==> src/logic/code_pkg.sv <==
////////////////////////////////////////////////////////////
// 8b/10b line code types and comma constants, shared by the
// encoder, the top level and the testbench
////////////////////////////////////////////////////////////

package code_pkg;

    // one transmission character, bit 0 goes on the wire first
    // bits 5:0 carry abcdei, bits 9:6 carry fghj
    typedef logic [9:0] code_group_t;

    // two characters per lane word, lo lands in bits 9:0
    typedef struct packed {
        code_group_t hi;
        code_group_t lo;
    } code_pair_t;

    // running disparity carried from one character to the next
    typedef enum logic {
        rd_neg = 1'b0,
        rd_pos = 1'b1
    } rd_t;

    // comma character byte value
    localparam logic [7:0] K28_5 = 8'hBC;

    // {is_k, byte} sent in both slots when there is nothing to send
    localparam logic [8:0] IDLE_CHAR = {1'b1, K28_5};

    // K28.5 as it appears on the lane, abcdei = 001111 / 110000
    localparam code_group_t COMMA_RD_NEG = 10'b0101111100;
    localparam code_group_t COMMA_RD_POS = 10'b1010000011;

endpackage

==> src/logic/link_pkg.sv <==
////////////////////////////////////////////////////////////
// user-side word and half-word types for the transmit path
////////////////////////////////////////////////////////////

package link_pkg;

    localparam int BYTE_BITS      = 8;
    localparam int BYTES_PER_WORD = 4;
    localparam int BYTES_PER_HALF = 2;
    localparam int WORD_BITS      = BYTES_PER_WORD * BYTE_BITS;
    localparam int HALF_BITS      = BYTES_PER_HALF * BYTE_BITS;

    // user word, one charisk flag per byte
    typedef struct packed {
        logic [WORD_BITS-1:0]      data;
        logic [BYTES_PER_WORD-1:0] charisk;
    } tx_word_t;

    // one lane's worth of bytes
    typedef struct packed {
        logic [HALF_BITS-1:0]      data;
        logic [BYTES_PER_HALF-1:0] charisk;
    } tx_half_t;

    // half plus its valid flag, splitter to encoder
    typedef struct packed {
        logic     valid;
        tx_half_t half;
    } half_slot_t;

endpackage

==> src/logic/byte_encoder.sv <==
////////////////////////////////////////////////////////////
// 8b/10b encoder for a single byte, combinational; chain two
// or more through rd_in/rd_out for a multi-byte lane
////////////////////////////////////////////////////////////

`timescale 1ns/1ps

module byte_encoder
    import code_pkg::*;
(
    input  logic [7:0]  data,
    input  logic        is_k,
    input  rd_t         rd_in,
    output code_group_t code,
    output rd_t         rd_out
);

    // 5b/6b in abcdei order with a as the msb, negative disparity form
    function automatic logic [5:0] lut_5b6b(input logic [4:0] x);
        case (x)
            5'd0:  lut_5b6b = 6'b100111;
            5'd1:  lut_5b6b = 6'b011101;
            5'd2:  lut_5b6b = 6'b101101;
            5'd3:  lut_5b6b = 6'b110001;
            5'd4:  lut_5b6b = 6'b110101;
            5'd5:  lut_5b6b = 6'b101001;
            5'd6:  lut_5b6b = 6'b011001;
            5'd7:  lut_5b6b = 6'b111000;
            5'd8:  lut_5b6b = 6'b111001;
            5'd9:  lut_5b6b = 6'b100101;
            5'd10: lut_5b6b = 6'b010101;
            5'd11: lut_5b6b = 6'b110100;
            5'd12: lut_5b6b = 6'b001101;
            5'd13: lut_5b6b = 6'b101100;
            5'd14: lut_5b6b = 6'b011100;
            5'd15: lut_5b6b = 6'b010111;
            5'd16: lut_5b6b = 6'b011011;
            5'd17: lut_5b6b = 6'b100011;
            5'd18: lut_5b6b = 6'b010011;
            5'd19: lut_5b6b = 6'b110010;
            5'd20: lut_5b6b = 6'b001011;
            5'd21: lut_5b6b = 6'b101010;
            5'd22: lut_5b6b = 6'b011010;
            5'd23: lut_5b6b = 6'b111010;
            5'd24: lut_5b6b = 6'b110011;
            5'd25: lut_5b6b = 6'b100110;
            5'd26: lut_5b6b = 6'b010110;
            5'd27: lut_5b6b = 6'b110110;
            5'd28: lut_5b6b = 6'b001110;
            5'd29: lut_5b6b = 6'b101110;
            5'd30: lut_5b6b = 6'b011110;
            5'd31: lut_5b6b = 6'b101011;
        endcase
    endfunction

    // 3b/4b in fghj order with f as the msb, negative disparity form
    // y = 7 gives the primary encoding here
    function automatic logic [3:0] lut_3b4b(input logic [2:0] y);
        case (y)
            3'd0: lut_3b4b = 4'b1011;
            3'd1: lut_3b4b = 4'b1001;
            3'd2: lut_3b4b = 4'b0101;
            3'd3: lut_3b4b = 4'b1100;
            3'd4: lut_3b4b = 4'b1101;
            3'd5: lut_3b4b = 4'b1010;
            3'd6: lut_3b4b = 4'b0110;
            3'd7: lut_3b4b = 4'b1110;
        endcase
    endfunction

    logic [4:0] x;
    logic [2:0] y;
    logic       k28;
    logic       k_x7;
    logic [5:0] six_neg;
    logic [5:0] abcdei;
    logic       six_unbal;
    rd_t        rd_mid;
    logic       alt7;
    logic [3:0] four_neg;
    logic [3:0] fghj;
    logic       four_unbal;
    logic       flip4;

    assign x = data[4:0];
    assign y = data[7:5];

    // control forms; any other k byte falls back to the data code
    assign k28  = is_k && (x == 5'd28);
    assign k_x7 = is_k && (y == 3'd7) && (x inside {5'd23, 5'd27, 5'd29, 5'd30});

    always_comb begin
        six_neg   = k28 ? 6'b001111 : lut_5b6b(x);
        six_unbal = ($countones(six_neg) != 3);

        // D.07 is balanced but still alternates with disparity
        if ((rd_in == rd_pos) && (six_unbal || (x == 5'd7))) begin
            abcdei = ~six_neg;
        end else begin
            abcdei = six_neg;
        end
        if (six_unbal) begin
            rd_mid = (rd_in == rd_neg) ? rd_pos : rd_neg;
        end else begin
            rd_mid = rd_in;
        end

        // alternate x.7 avoids a run of five equal bits across the boundary
        alt7 = (y == 3'd7) && (k28 || k_x7 ||
               ((rd_mid == rd_neg) && (x inside {5'd17, 5'd18, 5'd20})) ||
               ((rd_mid == rd_pos) && (x inside {5'd11, 5'd13, 5'd14})));

        four_neg   = alt7 ? 4'b0111 : lut_3b4b(y);
        four_unbal = ($countones(four_neg) != 2);

        // K28.1/.2/.5/.6 use the inverted sense of the neutral codes
        if (k28 && (y inside {3'd1, 3'd2, 3'd5, 3'd6})) begin
            flip4 = (rd_mid == rd_neg);
        end else begin
            flip4 = (rd_mid == rd_pos) && (four_unbal || (y == 3'd3));
        end
        fghj = flip4 ? ~four_neg : four_neg;

        if (four_unbal) begin
            rd_out = (rd_mid == rd_neg) ? rd_pos : rd_neg;
        end else begin
            rd_out = rd_mid;
        end
    end

    // a goes to bit 0, j to bit 9
    assign code = {fghj[0], fghj[1], fghj[2], fghj[3],
                   abcdei[0], abcdei[1], abcdei[2], abcdei[3], abcdei[4], abcdei[5]};

endmodule

==> src/logic/word_splitter.sv <==
////////////////////////////////////////////////////////////
// takes a user word over a four-phase req/ack handshake and
// hands it on as two half slots, low half first
////////////////////////////////////////////////////////////

`timescale 1ns/1ps

module word_splitter
    import link_pkg::*;
(
    input  logic       txusrclk,
    input  logic       rst_n,
    input  logic       tx_req,
    output logic       tx_ack,
    input  tx_word_t   tx_word,
    output half_slot_t half_slot
);

    typedef enum logic [1:0] {
        idle,
        send_lo,
        send_hi,
        wait_release
    } state_t;

    state_t     state;
    state_t     state_nxt;
    tx_word_t   word_q;
    half_slot_t slot_nxt;
    logic       accept;

    // a word is taken only with no half in flight and ack already dropped
    assign accept = (state == idle) && tx_req && !tx_ack;

    always_comb begin
        state_nxt = state;
        case (state)
            idle: begin
                if (accept) begin
                    state_nxt = send_lo;
                end
            end
            send_lo: begin
                state_nxt = send_hi;
            end
            send_hi: begin
                // user may still be holding req, then ack has to come down first
                state_nxt = (tx_ack && tx_req) ? wait_release : idle;
            end
            wait_release: begin
                if (!tx_req) begin
                    state_nxt = idle;
                end
            end
            default: begin
                state_nxt = idle;
            end
        endcase
    end

    always_comb begin
        slot_nxt = '0;
        if (state == send_lo) begin
            slot_nxt.valid        = 1'b1;
            slot_nxt.half.data    = word_q.data[HALF_BITS-1:0];
            slot_nxt.half.charisk = word_q.charisk[BYTES_PER_HALF-1:0];
        end else if (state == send_hi) begin
            slot_nxt.valid        = 1'b1;
            slot_nxt.half.data    = word_q.data[WORD_BITS-1:HALF_BITS];
            slot_nxt.half.charisk = word_q.charisk[BYTES_PER_WORD-1:BYTES_PER_HALF];
        end
    end

    always_ff @(posedge txusrclk or negedge rst_n) begin
        if (!rst_n) begin
            state     <= idle;
            tx_ack    <= 1'b0;
            half_slot <= '0;
        end else begin
            state     <= state_nxt;
            half_slot <= slot_nxt;
            if (accept) begin
                tx_ack <= 1'b1;
            end else if (!tx_req) begin
                tx_ack <= 1'b0;
            end
        end
    end

    always_ff @(posedge txusrclk) begin
        if (accept) begin
            word_q <= tx_word;
        end
    end

endmodule

==> src/logic/pair_encoder.sv <==
////////////////////////////////////////////////////////////
// encodes one half slot per clock into a registered 20-bit
// lane word, idle commas fill the slots with nothing to send
////////////////////////////////////////////////////////////

`timescale 1ns/1ps

module pair_encoder
    import code_pkg::*;
    import link_pkg::*;
(
    input  logic       txusrclk,
    input  logic       rst_n,
    input  half_slot_t half_slot,
    output code_pair_t lane
);

    rd_t                  rd_q;
    rd_t                  rd_mid;
    rd_t                  rd_next;
    logic [BYTE_BITS-1:0] byte_lo;
    logic [BYTE_BITS-1:0] byte_hi;
    logic                 k_lo;
    logic                 k_hi;
    code_group_t          code_lo;
    code_group_t          code_hi;

    always_comb begin
        if (half_slot.valid) begin
            byte_lo = half_slot.half.data[BYTE_BITS-1:0];
            byte_hi = half_slot.half.data[2*BYTE_BITS-1:BYTE_BITS];
            k_lo    = half_slot.half.charisk[0];
            k_hi    = half_slot.half.charisk[1];
        end else begin
            {k_lo, byte_lo} = IDLE_CHAR;
            {k_hi, byte_hi} = IDLE_CHAR;
        end
    end

    // low byte goes first on the wire, so it sees the stored disparity
    byte_encoder enc_lo (
        .data   (byte_lo),
        .is_k   (k_lo),
        .rd_in  (rd_q),
        .code   (code_lo),
        .rd_out (rd_mid)
    );

    byte_encoder enc_hi (
        .data   (byte_hi),
        .is_k   (k_hi),
        .rd_in  (rd_mid),
        .code   (code_hi),
        .rd_out (rd_next)
    );

    always_ff @(posedge txusrclk or negedge rst_n) begin
        if (!rst_n) begin
            rd_q    <= rd_neg;
            lane.hi <= COMMA_RD_NEG;
            lane.lo <= COMMA_RD_NEG;
        end else begin
            rd_q    <= rd_next;
            lane.hi <= code_hi;
            lane.lo <= code_lo;
        end
    end

endmodule

==> src/logic/tx_pcs_top.sv <==
////////////////////////////////////////////////////////////
// transmit PCS top, user word handshake in, encoded 20-bit
// lane out, all on txusrclk
////////////////////////////////////////////////////////////

`timescale 1ns/1ps

module tx_pcs_top
    import code_pkg::*;
    import link_pkg::*;
(
    input  logic       txusrclk,
    input  logic       rst_n,
    input  logic       tx_req,
    output logic       tx_ack,
    input  tx_word_t   tx_word,
    output code_pair_t lane
);

    // one half per clock, no back-pressure on this path
    half_slot_t half_slot;

    word_splitter word_splitter_inst (
        .txusrclk  (txusrclk),
        .rst_n     (rst_n),
        .tx_req    (tx_req),
        .tx_ack    (tx_ack),
        .tx_word   (tx_word),
        .half_slot (half_slot)
    );

    pair_encoder pair_encoder_inst (
        .txusrclk  (txusrclk),
        .rst_n     (rst_n),
        .half_slot (half_slot),
        .lane      (lane)
    );

endmodule

==> config.mk <==
export PLATFORM = sky130hd
export DESIGN_NAME = tx_pcs_top
export DESIGN_NICKNAME = d
export VERILOG_FILES = /design/src/logic/code_pkg.sv /design/src/logic/link_pkg.sv /design/src/logic/byte_encoder.sv /design/src/logic/word_splitter.sv /design/src/logic/pair_encoder.sv /design/src/logic/tx_pcs_top.sv
export SDC_FILE = /design/constraint.sdc
export NUM_CORES = 1
export LEC_CHECK = 0
export BUFFER_PORTS_ARGS = -buffer_cell sky130_fd_sc_hd__buf_2
export CAP_MARGIN = 20
export CORE_MARGIN = 8
export CORE_UTILIZATION = 30
export DETAILED_ROUTE_END_ITERATION = 8
export GPL_TIMING_DRIVEN = 0
export MAX_ROUTING_LAYER = met4
export PLACE_DENSITY = 0.54
export SKIP_LAST_GASP = 1
export SLEW_MARGIN = 20
export SYNTH_ARGS = -nofsm -noshare
export SYNTH_HDL_FRONTEND = slang
export SYNTH_SLANG_ARGS = --single-unit
==> constraint.sdc <==
create_clock -name txusrclk -period 25.6 [get_ports txusrclk]
set_input_delay 5.12 -clock txusrclk [delete_from_list [all_inputs] [get_ports txusrclk]]
set_output_delay 5.12 -clock txusrclk [all_outputs]
set_load 0.1 [all_outputs]
After elaboration in Yosys (flattened, before gate mapping):

Memories as Yosys holds them, arrays and structs flattened.
Index checks and enable logic that the tools add are counted.

* register bits: 79
* bits of input ports: 39
* memories kept: 4
* output and inout port bits: 21
* memory bits (read-only): 448
* logic and storage cells: 154

Memories
* (name not given): depth 32, bits a word 6, read ports 1, clocked after Yosys merged registers in 0, wr ports 0, RTL line byte_encoder.sv:20 `case (x)`
* (name not given): depth 32, bits a word 6, read ports 1, clocked after Yosys merged registers in 0, wr ports 0, RTL line byte_encoder.sv:20
* (name not given): depth 8, bits a word 4, read ports 1, clocked after Yosys merged registers in 0, wr ports 0, RTL line byte_encoder.sv:59 `case (y)`
* (name not given): depth 8, bits a word 4, read ports 1, clocked after Yosys merged registers in 0, wr ports 0, RTL line byte_encoder.sv:59

* add/sub/neg operators: 16
* equal/unequal tests: 46
* multiplexer cells: 30
* reductions and logical operators: 42
* bitwise logic cells: 6

Operators with widths (number)
* $eq 5x5->1 const B: 16
* $mux 19: 2
* $eq 5x4->1 const B: 6
* $mux 6: 4
* $logic_and 1x1->1: 21
* $add 1x1->2: 10
* $eq 3x3->1 const B: 6
* $mux 4: 4
* $mux 8: 2
* $reduce_bool 4->1: 4
* $mux 1: 14
* $add 2x2->3: 4
* $eq 3x2->1 const B: 4
* $not 6->6: 2
* $reduce_bool 3->1: 4
* $eq 5x3->1 const B: 2
* $logic_or 1x1->1: 10
* $add 3x2->4: 2
* $ne 4x2->1 const B: 2
* $not 4->4: 2
* $pmux 2 s4: 1
* $eq 3x1->1 const B: 2
* $mux 2: 3
* $ne 3x2->1 const B: 2
* 8 further kinds: 11

Logic depth before layout (Yosys ltp):

Gate-level depths: netlist (run 1).

* word-level depth: 34
* depth in mapped cells: 38
* depth with buffers taken out: 36

Hierarchy:

Synthesis (run 1) repeated with hierarchy kept, for this count alone.

* cell total of the unflattened synthesis: 379
* area total of the unflattened synthesis: 4468.0 sq um

By module, submodules not included
* word_splitter: cells an instance 100, area each 1975.6 sq um, instances 1, seq. area each 1631.6 sq um
* byte_encoder (pair_encoder_inst.enc_lo): cells an instance 120, area each 927.1 sq um, instances 1, seq. area each 0.0 sq um
* byte_encoder (pair_encoder_inst.enc_hi): cells an instance 119, area each 897.1 sq um, instances 1, seq. area each 0.0 sq um
* pair_encoder: cells an instance 40, area each 668.1 sq um, instances 1, seq. area each 540.5 sq um

Worst setup path before layout (run 1):

No wires, ideal clock.

* kind: register to register
* start point: reg, netlist name word_splitter_inst.half_slot[18]
* end point: reg, netlist name pair_encoder_inst.lane[18]
* required time: 25.525 ns
* stages on the path, launching flop included: 38
* setup slack: 17.362 ns
* data arrival time: 8.163 ns
* setup time: 0.075 ns
* path buffers: 2
* period minus slack after synthesis: 8.238 ns
* path through: dfrtp_1 buf_2 clkbuf_1 and2_1 inv_1 ha_1 inv_1 mux4_2 nor2_1 a211oi_1 fa_1 fa_1 inv_1 ha_1 inv_1 fa_1 nand3b_4 xor2_2 [2 not listed] nand2_1 a21oi_1 fa_1 inv_1 ha_1 ha_1 nor3b_2 xor2_2 xnor2_2 mux2i_1 a21o_1 fa_1 ha_1 ha_1 nand2_1 a21oi_1 mux2i_2 xor2_1

* cells in the longest elaborated chain, start to end: 34
* elaborated cells on any way between the ends: 99
* classes of those cells: add/sub: 16; eq/ne: 33; mux: 15; bitwise: 3; reduce/logical: 28; memory: 4

Ends and longest elaborated chain
* branches (longest 33 deep; another with $mem_v2 32x6)
* $mux 4 *: RTL line byte_encoder.sv:122 `fghj = flip4 ? ~four_neg : four_neg;`
* net pair_encoder_inst.code_hi[8]: RTL line pair_encoder.sv:26 `code_group_t code_hi;`

Mark *: on every way through the listed nets, which the timed path passes.
A chain may end at the register's enable or synchronous reset.

Worst setup path in the final report (run 1):

* start point: reg, netlist name word_splitter_inst.half_slot[18]
* end point: reg, netlist name pair_encoder_inst.lane[16]

* cells in the longest elaborated chain, start to end: 34
* elaborated cells on any way between the ends: 99
* classes of those cells: add/sub: 16; eq/ne: 33; mux: 15; bitwise: 3; reduce/logical: 28; memory: 4

Ends and longest elaborated chain (RTL line)
* branches (longest 33 deep; another with $mem_v2 32x6)
* $mux 4 *: byte_encoder.sv:122
* net pair_encoder_inst.code_hi[6]: pair_encoder.sv:26

Marks and branches as above.

==> flow_summary.ini, run 1 <==
[grt]
grt_pass1_wl_um = 14700
grt_use_total_pct = 10.3
grt_pass1_vias = 3002
grt_max_degree = 44
grt_overflow = 0
antenna_found_initial = 0

[place]
io_buffer_count = 59
dp_hpwl_um = 6850
post-place-ws_ns = 16.27
gp_congestion = 0.834
place_inst = 612

[layout]
stdcell_count = 628
diodes = 0
nNetsFinal = 515
drive_above_1_share_pct = 22.5
utilization_pct = 36.7
area_delta_synth_final_pct = 20.1
fillers = 1408

[cts]
clock_path_buffers = 2
cts-buffers-inserted = 9
clk_latency_ns = 0.33
cts_tree = yes
cts_setup_buffers = 0
hold_buffers = 0
ctsRootBufferMaster = clkbuf_16
cts_resized = 0
cts_sinks = 79
htreeDepth = 3
cts.reportedPaths.clkPinSlew_ns = 0.06

[floorplanning]
ios = 60
die_w_um = 135
num_rows = 43
initial_core_util_pct = 30.6
die_y_um = 135
die-area_mm2 = 0.0182
coreArea_mm2 = 0.0139

[sta]
rsz0062_at_grt = no
skew_ns = 0.00696
final-setup-viol-count = 0
final.min_clock_period_ns = 9.35
tightest_slew_ns = 0.900
finalHoldViolCount = 0
fmax_mhz = 107
period_share_pct = 36.5
fin_ws_ns = 16.25
max_slew_margin_pct = 40.0
setup-tns-final_ns = 0
slew_viol_final = 0

[run]
cap_violations = 0

[logic_synthesis]
yosysTopAreaCellShare_pct = 25.5
async_flop_share_pct = 54.4
synth_ff_type = edfxtp_1
yosysWarnings = 0
synth_edf_count = 36
ys_types = 56
synth.area.top_cells = edfxtp_1, dfrtp_1, dfstp_2
yosysTopAreaCell = edfxtp_1
synth_nets = 444
synth_area_per_cell_um2 = 11.4
netlist_instances = 372
synth_seq_area_share_pct = 51.1
synth_seq_cells = 79
syn_area_mm2 = 0.00425

[critical_path]
critical_path_peak_fanout = 10
crit_type = reg2reg
worstPathRequired_ns = 25.85
end_kind = register
startpoint_type = register
worst_ep_arrival_time_ns = 9.60
critPathSlowestCell = fa_1
cp_common_cell = ha_1
critPathMaxStageDelay_ns = 0.55

[drt]
route.detailed.drc = 0
first_pass_iters = 4
highest_layer = met4
wl_met1_um = 4550
vias = 2952
routedWlPerCell_um = 14.1
vias_per_cell = 4.70
routed_wl_um = 8850
wl_met2_um = 3730
drtIter0Drc = 104
dr_wl_met3_um = 483
postRouteAntennaNets = 0

[status]
status = finished clean

[worst_hold_path]
hp-class = reg2reg
-- flip-flops by register name (all words and copies together), names as in the netlist --
| register | flops |
|---|---|
| pair_encoder_inst.lane | 20 |
| pair_encoder_inst.rd_q | 1 |
| word_splitter_inst.half_slot | 19 |
| word_splitter_inst.state | 2 |
| word_splitter_inst.tx_ack | 1 |
| word_splitter_inst.word_q | 36 |
-- critical path: cells and delay by family, from the launching register on --
| family | cells | cell delay (ns) |
|---|---|---|
| AND/OR/NAND/NOR | 6 | 1.33 |
| multiplexers | 2 | 0.48 |
| XOR/XNOR | 4 | 0.97 |
| flip-flops | 1 | 0.34 |
| adder cells (fa/ha/maj) | 11 | 3.80 |
| AO/OA/AOI/OAI | 7 | 1.29 |
| buffers and inverters | 7 | 1.05 |
-- Yosys cell counts, types with 5 or more instances --
library cell,count
edfxtp_1,36
dfstp_2,12
inv_1,28
nor3_1,8
xor2_1,14
a31oi_1,5
clkbuf_1,9
a22o_1,17
o21ai_0,19
nor2b_1,6
buf_2,5
dfrtp_1,31
xnor2_1,11
fa_1,8
a21oi_1,21
nand2_1,26
nor2_1,19
ha_1,25
-- through the flow --
step / hold WS (ns) / area (um2)
2_1_floorplan: 0.426 / 4250
4_1_cts: 0.471 / 5100
3_5_place_dp: 0.453 / 4800
5_1_grt: 0.487 / 5100
3_3_place_gp: 0.452 / 4770
6_report: 0.468 / 5100
-- path summary, 6_finish.rpt --
| kind | from | endpoint | slack [ns] | cells past startpoint |
|---|---|---|---|---|
| max | word_splitter_inst.half_slot[18] | pair_encoder_inst.lane[16] | 16.25 | 37 |
| min | word_splitter_inst.word_q[28] | word_splitter_inst.half_slot[10] | 0.47 | 1 |
| max reg2reg | word_splitter_inst.half_slot[18] | pair_encoder_inst.lane[16] | 16.25 | 37 |
| min reg2reg | word_splitter_inst.word_q[28] | word_splitter_inst.half_slot[10] | 0.47 | 1 |
| max in group asynchronous | rst_n | pair_encoder_inst.lane[0] | 20.11 | 1 |
| min in group asynchronous | rst_n | word_splitter_inst.state[1] | 4.90 | 1 |
-- layout make-up --
type / count / area, um2 / share of cell area [%]
clock buffer: 10 / 229 / 4.49
inverter: 29 / 109 / 2.13
clock inverter: 6 / 68.8 / 1.35
sequential: 79 / 2170 / 42.6
tap: 180 / 225 / 4.42
multi-input combinational: 247 / 1900 / 37.3
buffer: 17 / 70.1 / 1.37
timing repair buffer: 60 / 323 / 6.33
-- placed cells by master, fill, tap and decap left out, types with 4 or more instances in the layout --
master	count
fa_1	8
nor3_1	8
nand4_1	4
clkbuf_1	10
xnor2_1	11
and2_1	4
o22ai_1	4
nand2_1	26
a22oi_1	4
xor2_1	14
nor2_1	18
edfxtp_1	36
o21ai_0	19
a31oi_1	5
clkbuf_16	9
buf_2	64
ha_1	25
inv_1	28
a21oi_1	21
dfstp_2	12
dfrtp_1	31
a22o_1	17
nor2b_1	6
-- layer usage --
layer | up-vias | GRT usage, %
li1 | 1471 | -
met1 | 1392 | 14.0
met2 | 85 | 14.6
met3 | 4 | 2.67
met4 | 0 | 3.70
met5 | - | -
-- cells by family (layout without fill, tap and decap cells) --
| logic type | Yosys count | count (layout) | share of synthesized area (%) |
|---|---|---|---|
| flip-flops | 79 | 79 | 51.1 |
| adder cells (fa/ha/maj) | 34 | 34 | 11.4 |
| multiplexers | 4 | 4 | 1.33 |
| AO/OA/AOI/OAI | 100 | 100 | 16.1 |
| AND/OR/NAND/NOR | 81 | 81 | 9.55 |
| buffers and inverters | 46 | 122 | 4.21 |
| XOR/XNOR | 28 | 28 | 6.31 |
Power of run 1 is left out: the tool's default activity adds up to more than one toggle a clock period on the data nets, which glitch-free logic cannot reach.
==> run 2, diff against run 1 <==
Settings changed: PLACE_DENSITY 0.54 to 0.56.
Clock period 25.6 ns to 7.6 ns, I/O delays scaled along.
==> flow_summary.ini, run 2 (synthesis results as in run 1) <==
[worst_hold_path]
hp-class = reg2reg
hp-start = word_splitter_inst.word_q[19]

[cts]
clk_latency_ns = 0.35
cts.reportedPaths.clkPinSlew_ns = 0.06
cts_sinks = 79
clock_path_buffers = 2
ctsRootBufferMaster = clkbuf_16
hold_buffers = 0
htreeDepth = 3
cts_tree = yes
cts-buffers-inserted = 9

[sta]
tightest_slew_ns = 0.926
finalHoldViolCount = 0
fin_ws_ns = -0.411
rsz0062_at_grt = yes
max_slew_margin_pct = 38.2
skew_ns = 0.00797
fmax_mhz = 125
final-setup-viol-count = 5
final.min_clock_period_ns = 8.01
period_share_pct = 105
slew_viol_final = 0

[critical_path]
worstPathRequired_ns = 7.82
worst_ep_arrival_time_ns = 8.23
critical_path_peak_fanout = 5
end_kind = register
startpoint_type = register
reg2reg_from = word_splitter_inst.half_slot[18]
timing.critical_path.from = word_splitter_inst.half_slot[18]
critPathMaxStageDelay_ns = 0.54
crit_type = reg2reg
critPathSlowestCell = fa_1
cp_common_cell = fa_1

[floorplanning]
die-area_mm2 = 0.0182
die_y_um = 135
num_rows = 43
initial_core_util_pct = 30.6
coreArea_mm2 = 0.0139
ios = 60
die_w_um = 135

[status]
status = complete, but fails checks
violations = negative setup slack

[place]
dp_hpwl_um = 6790
gp_congestion = 0.854
place_inst = 612
post-place-ws_ns = -0.697
io_buffer_count = 59

[layout]
layout_commonest_cell = buf_2
biggestRegsByFlops = word_splitter_inst.word_q x36, pair_encoder_inst.lane x20, word_splitter_inst.half_slot x19
area_delta_synth_final_pct = 29.1
largest_reg_flops = 36
nNetsFinal = 539
drive_above_1_share_pct = 32.2
regMostFlops = word_splitter_inst.word_q
mostFrequentLayoutCells = buf_2, edfxtp_1, dfrtp_1
fillers = 1379
diodes = 0
stdcell_count = 652

[run]
cap_violations = 0

[drt]
routedWlPerCell_um = 14.5
drtIter0Drc = 135
routed_wl_um = 9450
vias = 3048
route.detailed.drc = 0
vias_per_cell = 4.67
first_pass_iters = 4
postRouteAntennaNets = 0

[grt]
antenna_found_initial = 0
grt_pass1_wl_um = 16000
grt_max_degree = 44
grt_use_total_pct = 11.3
grt_overflow = 0
grt_pass1_vias = 3183
## run 2: changes by cell type in the layout (fill, tap and decap cells not counted), moves of 3 or more
cell,previous run,this run
buf_4,0,24
ha_1,25,16
ha_4,0,6
a21oi_1,21,17
inv_1,28,24
ha_2,0,3
## run 2: per-layer routing
metal  up-vias  GRT usage, %  wire, um
met2       120          15.0      3780
met3        10          3.05       560
met5         -             -         0
li1       1524             -         -
met1      1394          16.0      4960
met4         0          4.07       147
## run 2: path summary, 6_finish.rpt
kind	end	slack, ns	cells past startpoint
max in group asynchronous	pair_encoder_inst.lane[10]	5.70	1
worst max register to register	pair_encoder_inst.lane[19]	-0.41	38
worst min-delay path	word_splitter_inst.half_slot[17]	0.46	2
min in group asynchronous	word_splitter_inst.state[1]	1.30	1
worst max-delay path	pair_encoder_inst.lane[19]	-0.41	38
worst min register to register	word_splitter_inst.half_slot[17]	0.46	2
## run 2: final cells by class
cell class	count	area [um2]	share of cell area, %
sequential	79	2170	39.6
multi-input combinational	247	2090	38.2
timing repair buffer	84	503	9.18
clock buffer	9	225	4.11
tap	180	225	4.11
inverter	29	119	2.17
buffer	17	97.6	1.78
clock inverter	7	47.5	0.868
## run 2: stage by stage
| stage | instance area [um2] | hold WS (ns) | setup TNS (ns) | util (%) |
|---|---|---|---|---|
| finish | 5480 | 0.457 | -1.89 | 39.5 |
| global route | 5480 | 0.475 | -3.35 | 39.5 |
| global placement | 4890 | 0.453 | -3.21 | 35.3 |
| floorplan | 4370 | 0.426 | -0.492 | - |
| CTS | 5380 | 0.462 | -1.82 | 38.7 |
| detailed placement | 4930 | 0.447 | -3.14 | 35.5 |
## run 2: critical path: cells and delay by family, from the launching register on
family | cells | cell delay, ns
AOI/OAI and AO/OA | 5 | 0.62
xor gates and xnor gates | 4 | 0.79
adders and majority gates | 11 | 3.64
buffers and inverters | 8 | 0.68
DFF | 1 | 0.39
muxes | 3 | 0.81
and+or+nand+nor | 7 | 0.92
## run 2: what timing repair did
action                                  CTS  global route
buffers inserted                         14            10
pin swaps                                10             4
endpoints found under the hold margin     0             0
endpoints found under the setup margin    5             5
gates resized for setup                  13             6
Power of run 2 is left out for the same reason.
==> run 3, diff against run 2 <==
Settings changed: CTS_BUF_LIST set to sky130_fd_sc_hd__clkbuf_8.
==> flow_summary.ini, run 3 (synthesis results as in run 1) <==
[status]
status = complete, but fails checks
violations = negative setup slack

[layout]
fillers = 1389
drive_above_1_share_pct = 32.1
biggestRegsByFlops = word_splitter_inst.word_q x36, pair_encoder_inst.lane x20, word_splitter_inst.half_slot x19
diodes = 0
nNetsFinal = 538
layout_commonest_cell = buf_2
mostFrequentLayoutCells = buf_2, edfxtp_1, dfrtp_1
largest_reg_flops = 36
regMostFlops = word_splitter_inst.word_q
area_delta_synth_final_pct = 26.5

[critical_path]
startpoint_type = register
worstPathRequired_ns = 7.85
ff2ff_path_depth = 38
critical_path_peak_fanout = 5
cp_num_buf_inv = 8
rrSetupSlack_ns = -0.40
cp_top_family = adder cells
worst_ep_arrival_time_ns = 8.25
crit_type = reg2reg
reg2reg_from = word_splitter_inst.half_slot[18]
end_kind = register
critPathSlowestCell = fa_1
cp_common_cell = fa_1
reg2reg_to = pair_encoder_inst.lane[19]
critPathMaxStageDelay_ns = 0.54

[sta]
skew_ns = 0.0120
tightest_slew_ns = 0.934
period_share_pct = 105
slew_viol_final = 0
holdWs_ns = 0.461
rsz0062_at_grt = yes
max_slew_margin_pct = 37.7
finalHoldViolCount = 0
final.min_clock_period_ns = 8.00
fin_ws_ns = -0.398
fmax_mhz = 125
setup-tns-final_ns = -1.83
final-setup-viol-count = 5

[worst_hold_path]
holdPathEnd = word_splitter_inst.half_slot[17]
hold_depth = 2
hp-start = word_splitter_inst.word_q[19]
hp-class = reg2reg

[cts]
cts_sinks = 79
cts_tree = yes
clk_latency_ns = 0.37
ctsRootBufferMaster = clkbuf_8
clock_path_buffers = 2
cts-buffers-inserted = 9
htreeDepth = 3
cts.reportedPaths.clkPinSlew_ns = 0.09

[drt]
vias = 3058
routed_wl_um = 9380
routedWlPerCell_um = 14.4
route.detailed.drc = 0
postRouteAntennaNets = 0
drtIter0Drc = 134
vias_per_cell = 4.70
first_pass_iters = 4

[floorplanning]
die-area_mm2 = 0.0182
die_y_um = 135
ios = 60
num_rows = 43
initial_core_util_pct = 30.6
die_w_um = 135
coreArea_mm2 = 0.0139

[place]
dp_hpwl_um = 6790
post-place-ws_ns = -0.697
gp_congestion = 0.854
io_buffer_count = 59

[run]
cap_violations = 0

[grt]
grt_pass1_wl_um = 15900
grt_pass1_vias = 3179
grt_use_total_pct = 11.2
grt_max_degree = 44
grt_overflow = 0
antenna_found_initial = 0
run 3: layout make-up:
cell class              instances  area (um2)  share of cell area [%]
multi-input cells             247        2090                    38.9
plain buffers                  17        97.6                    1.82
clock buffers                   9         124                    2.31
well taps                     180         225                    4.19
inverters                      29         119                    2.21
repair buffers                 83         495                    9.22
clock inverters                 7        47.5                   0.885
flip-flops and latches         79        2170                    40.4
run 3: metrics by stage:
step                      util (%)  instance area [um2]  std cells
final                         38.7                 5370        651
after floorplan                  -                 4370        372
after global placement        35.3                 4890        611
after CTS                     38.0                 5280        642
after global routing          38.7                 5370        651
after detailed placement      35.5                 4930        612
run 3: how the worst max path moves through the flow:
stage,from,to,slack (ns),cells after the start
after floorplan,word_splitter_inst.half_slot[18],pair_encoder_inst.lane[17],-0.13,36
after detailed placement,word_splitter_inst.half_slot[18],pair_encoder_inst.lane[19],-0.70,36
after global placement,word_splitter_inst.half_slot[18],pair_encoder_inst.lane[19],-0.71,37
after CTS,word_splitter_inst.half_slot[18],pair_encoder_inst.lane[19],-0.42,37
final,word_splitter_inst.half_slot[18],pair_encoder_inst.lane[19],-0.40,38
after global routing,word_splitter_inst.half_slot[18],pair_encoder_inst.lane[16],-0.69,38
run 3: layer usage:
| metal | global-route usage (%) | up-vias | share of wire (%) |
|---|---|---|---|
| li1 | - | 1523 | - |
| met1 | 16.0 | 1428 | 53 |
| met2 | 14.8 | 100 | 41 |
| met3 | 2.15 | 7 | 4.9 |
| met4 | 5.00 | 0 | 1.3 |
| met5 | - | - | 0 |
run 3: timing repair:
item | 4_1_cts | 5_1_grt
hold buffers | 0 | 0
pin swaps | 10 | 4
gates resized for setup | 13 | 6
endpoints found under the setup margin | 5 | 5
buffers inserted | 14 | 9
run 3: worst min-delay path, delay by kind of cell (launching register included):
| kind | cells | cell delay [ns] |
|---|---|---|
| AO/OA/AOI/OAI | 1 | 0.06 |
| flip-flops | 1 | 0.32 |
| AND/OR/NAND/NOR | 1 | 0.04 |
Power of run 3 is left out for the same reason.
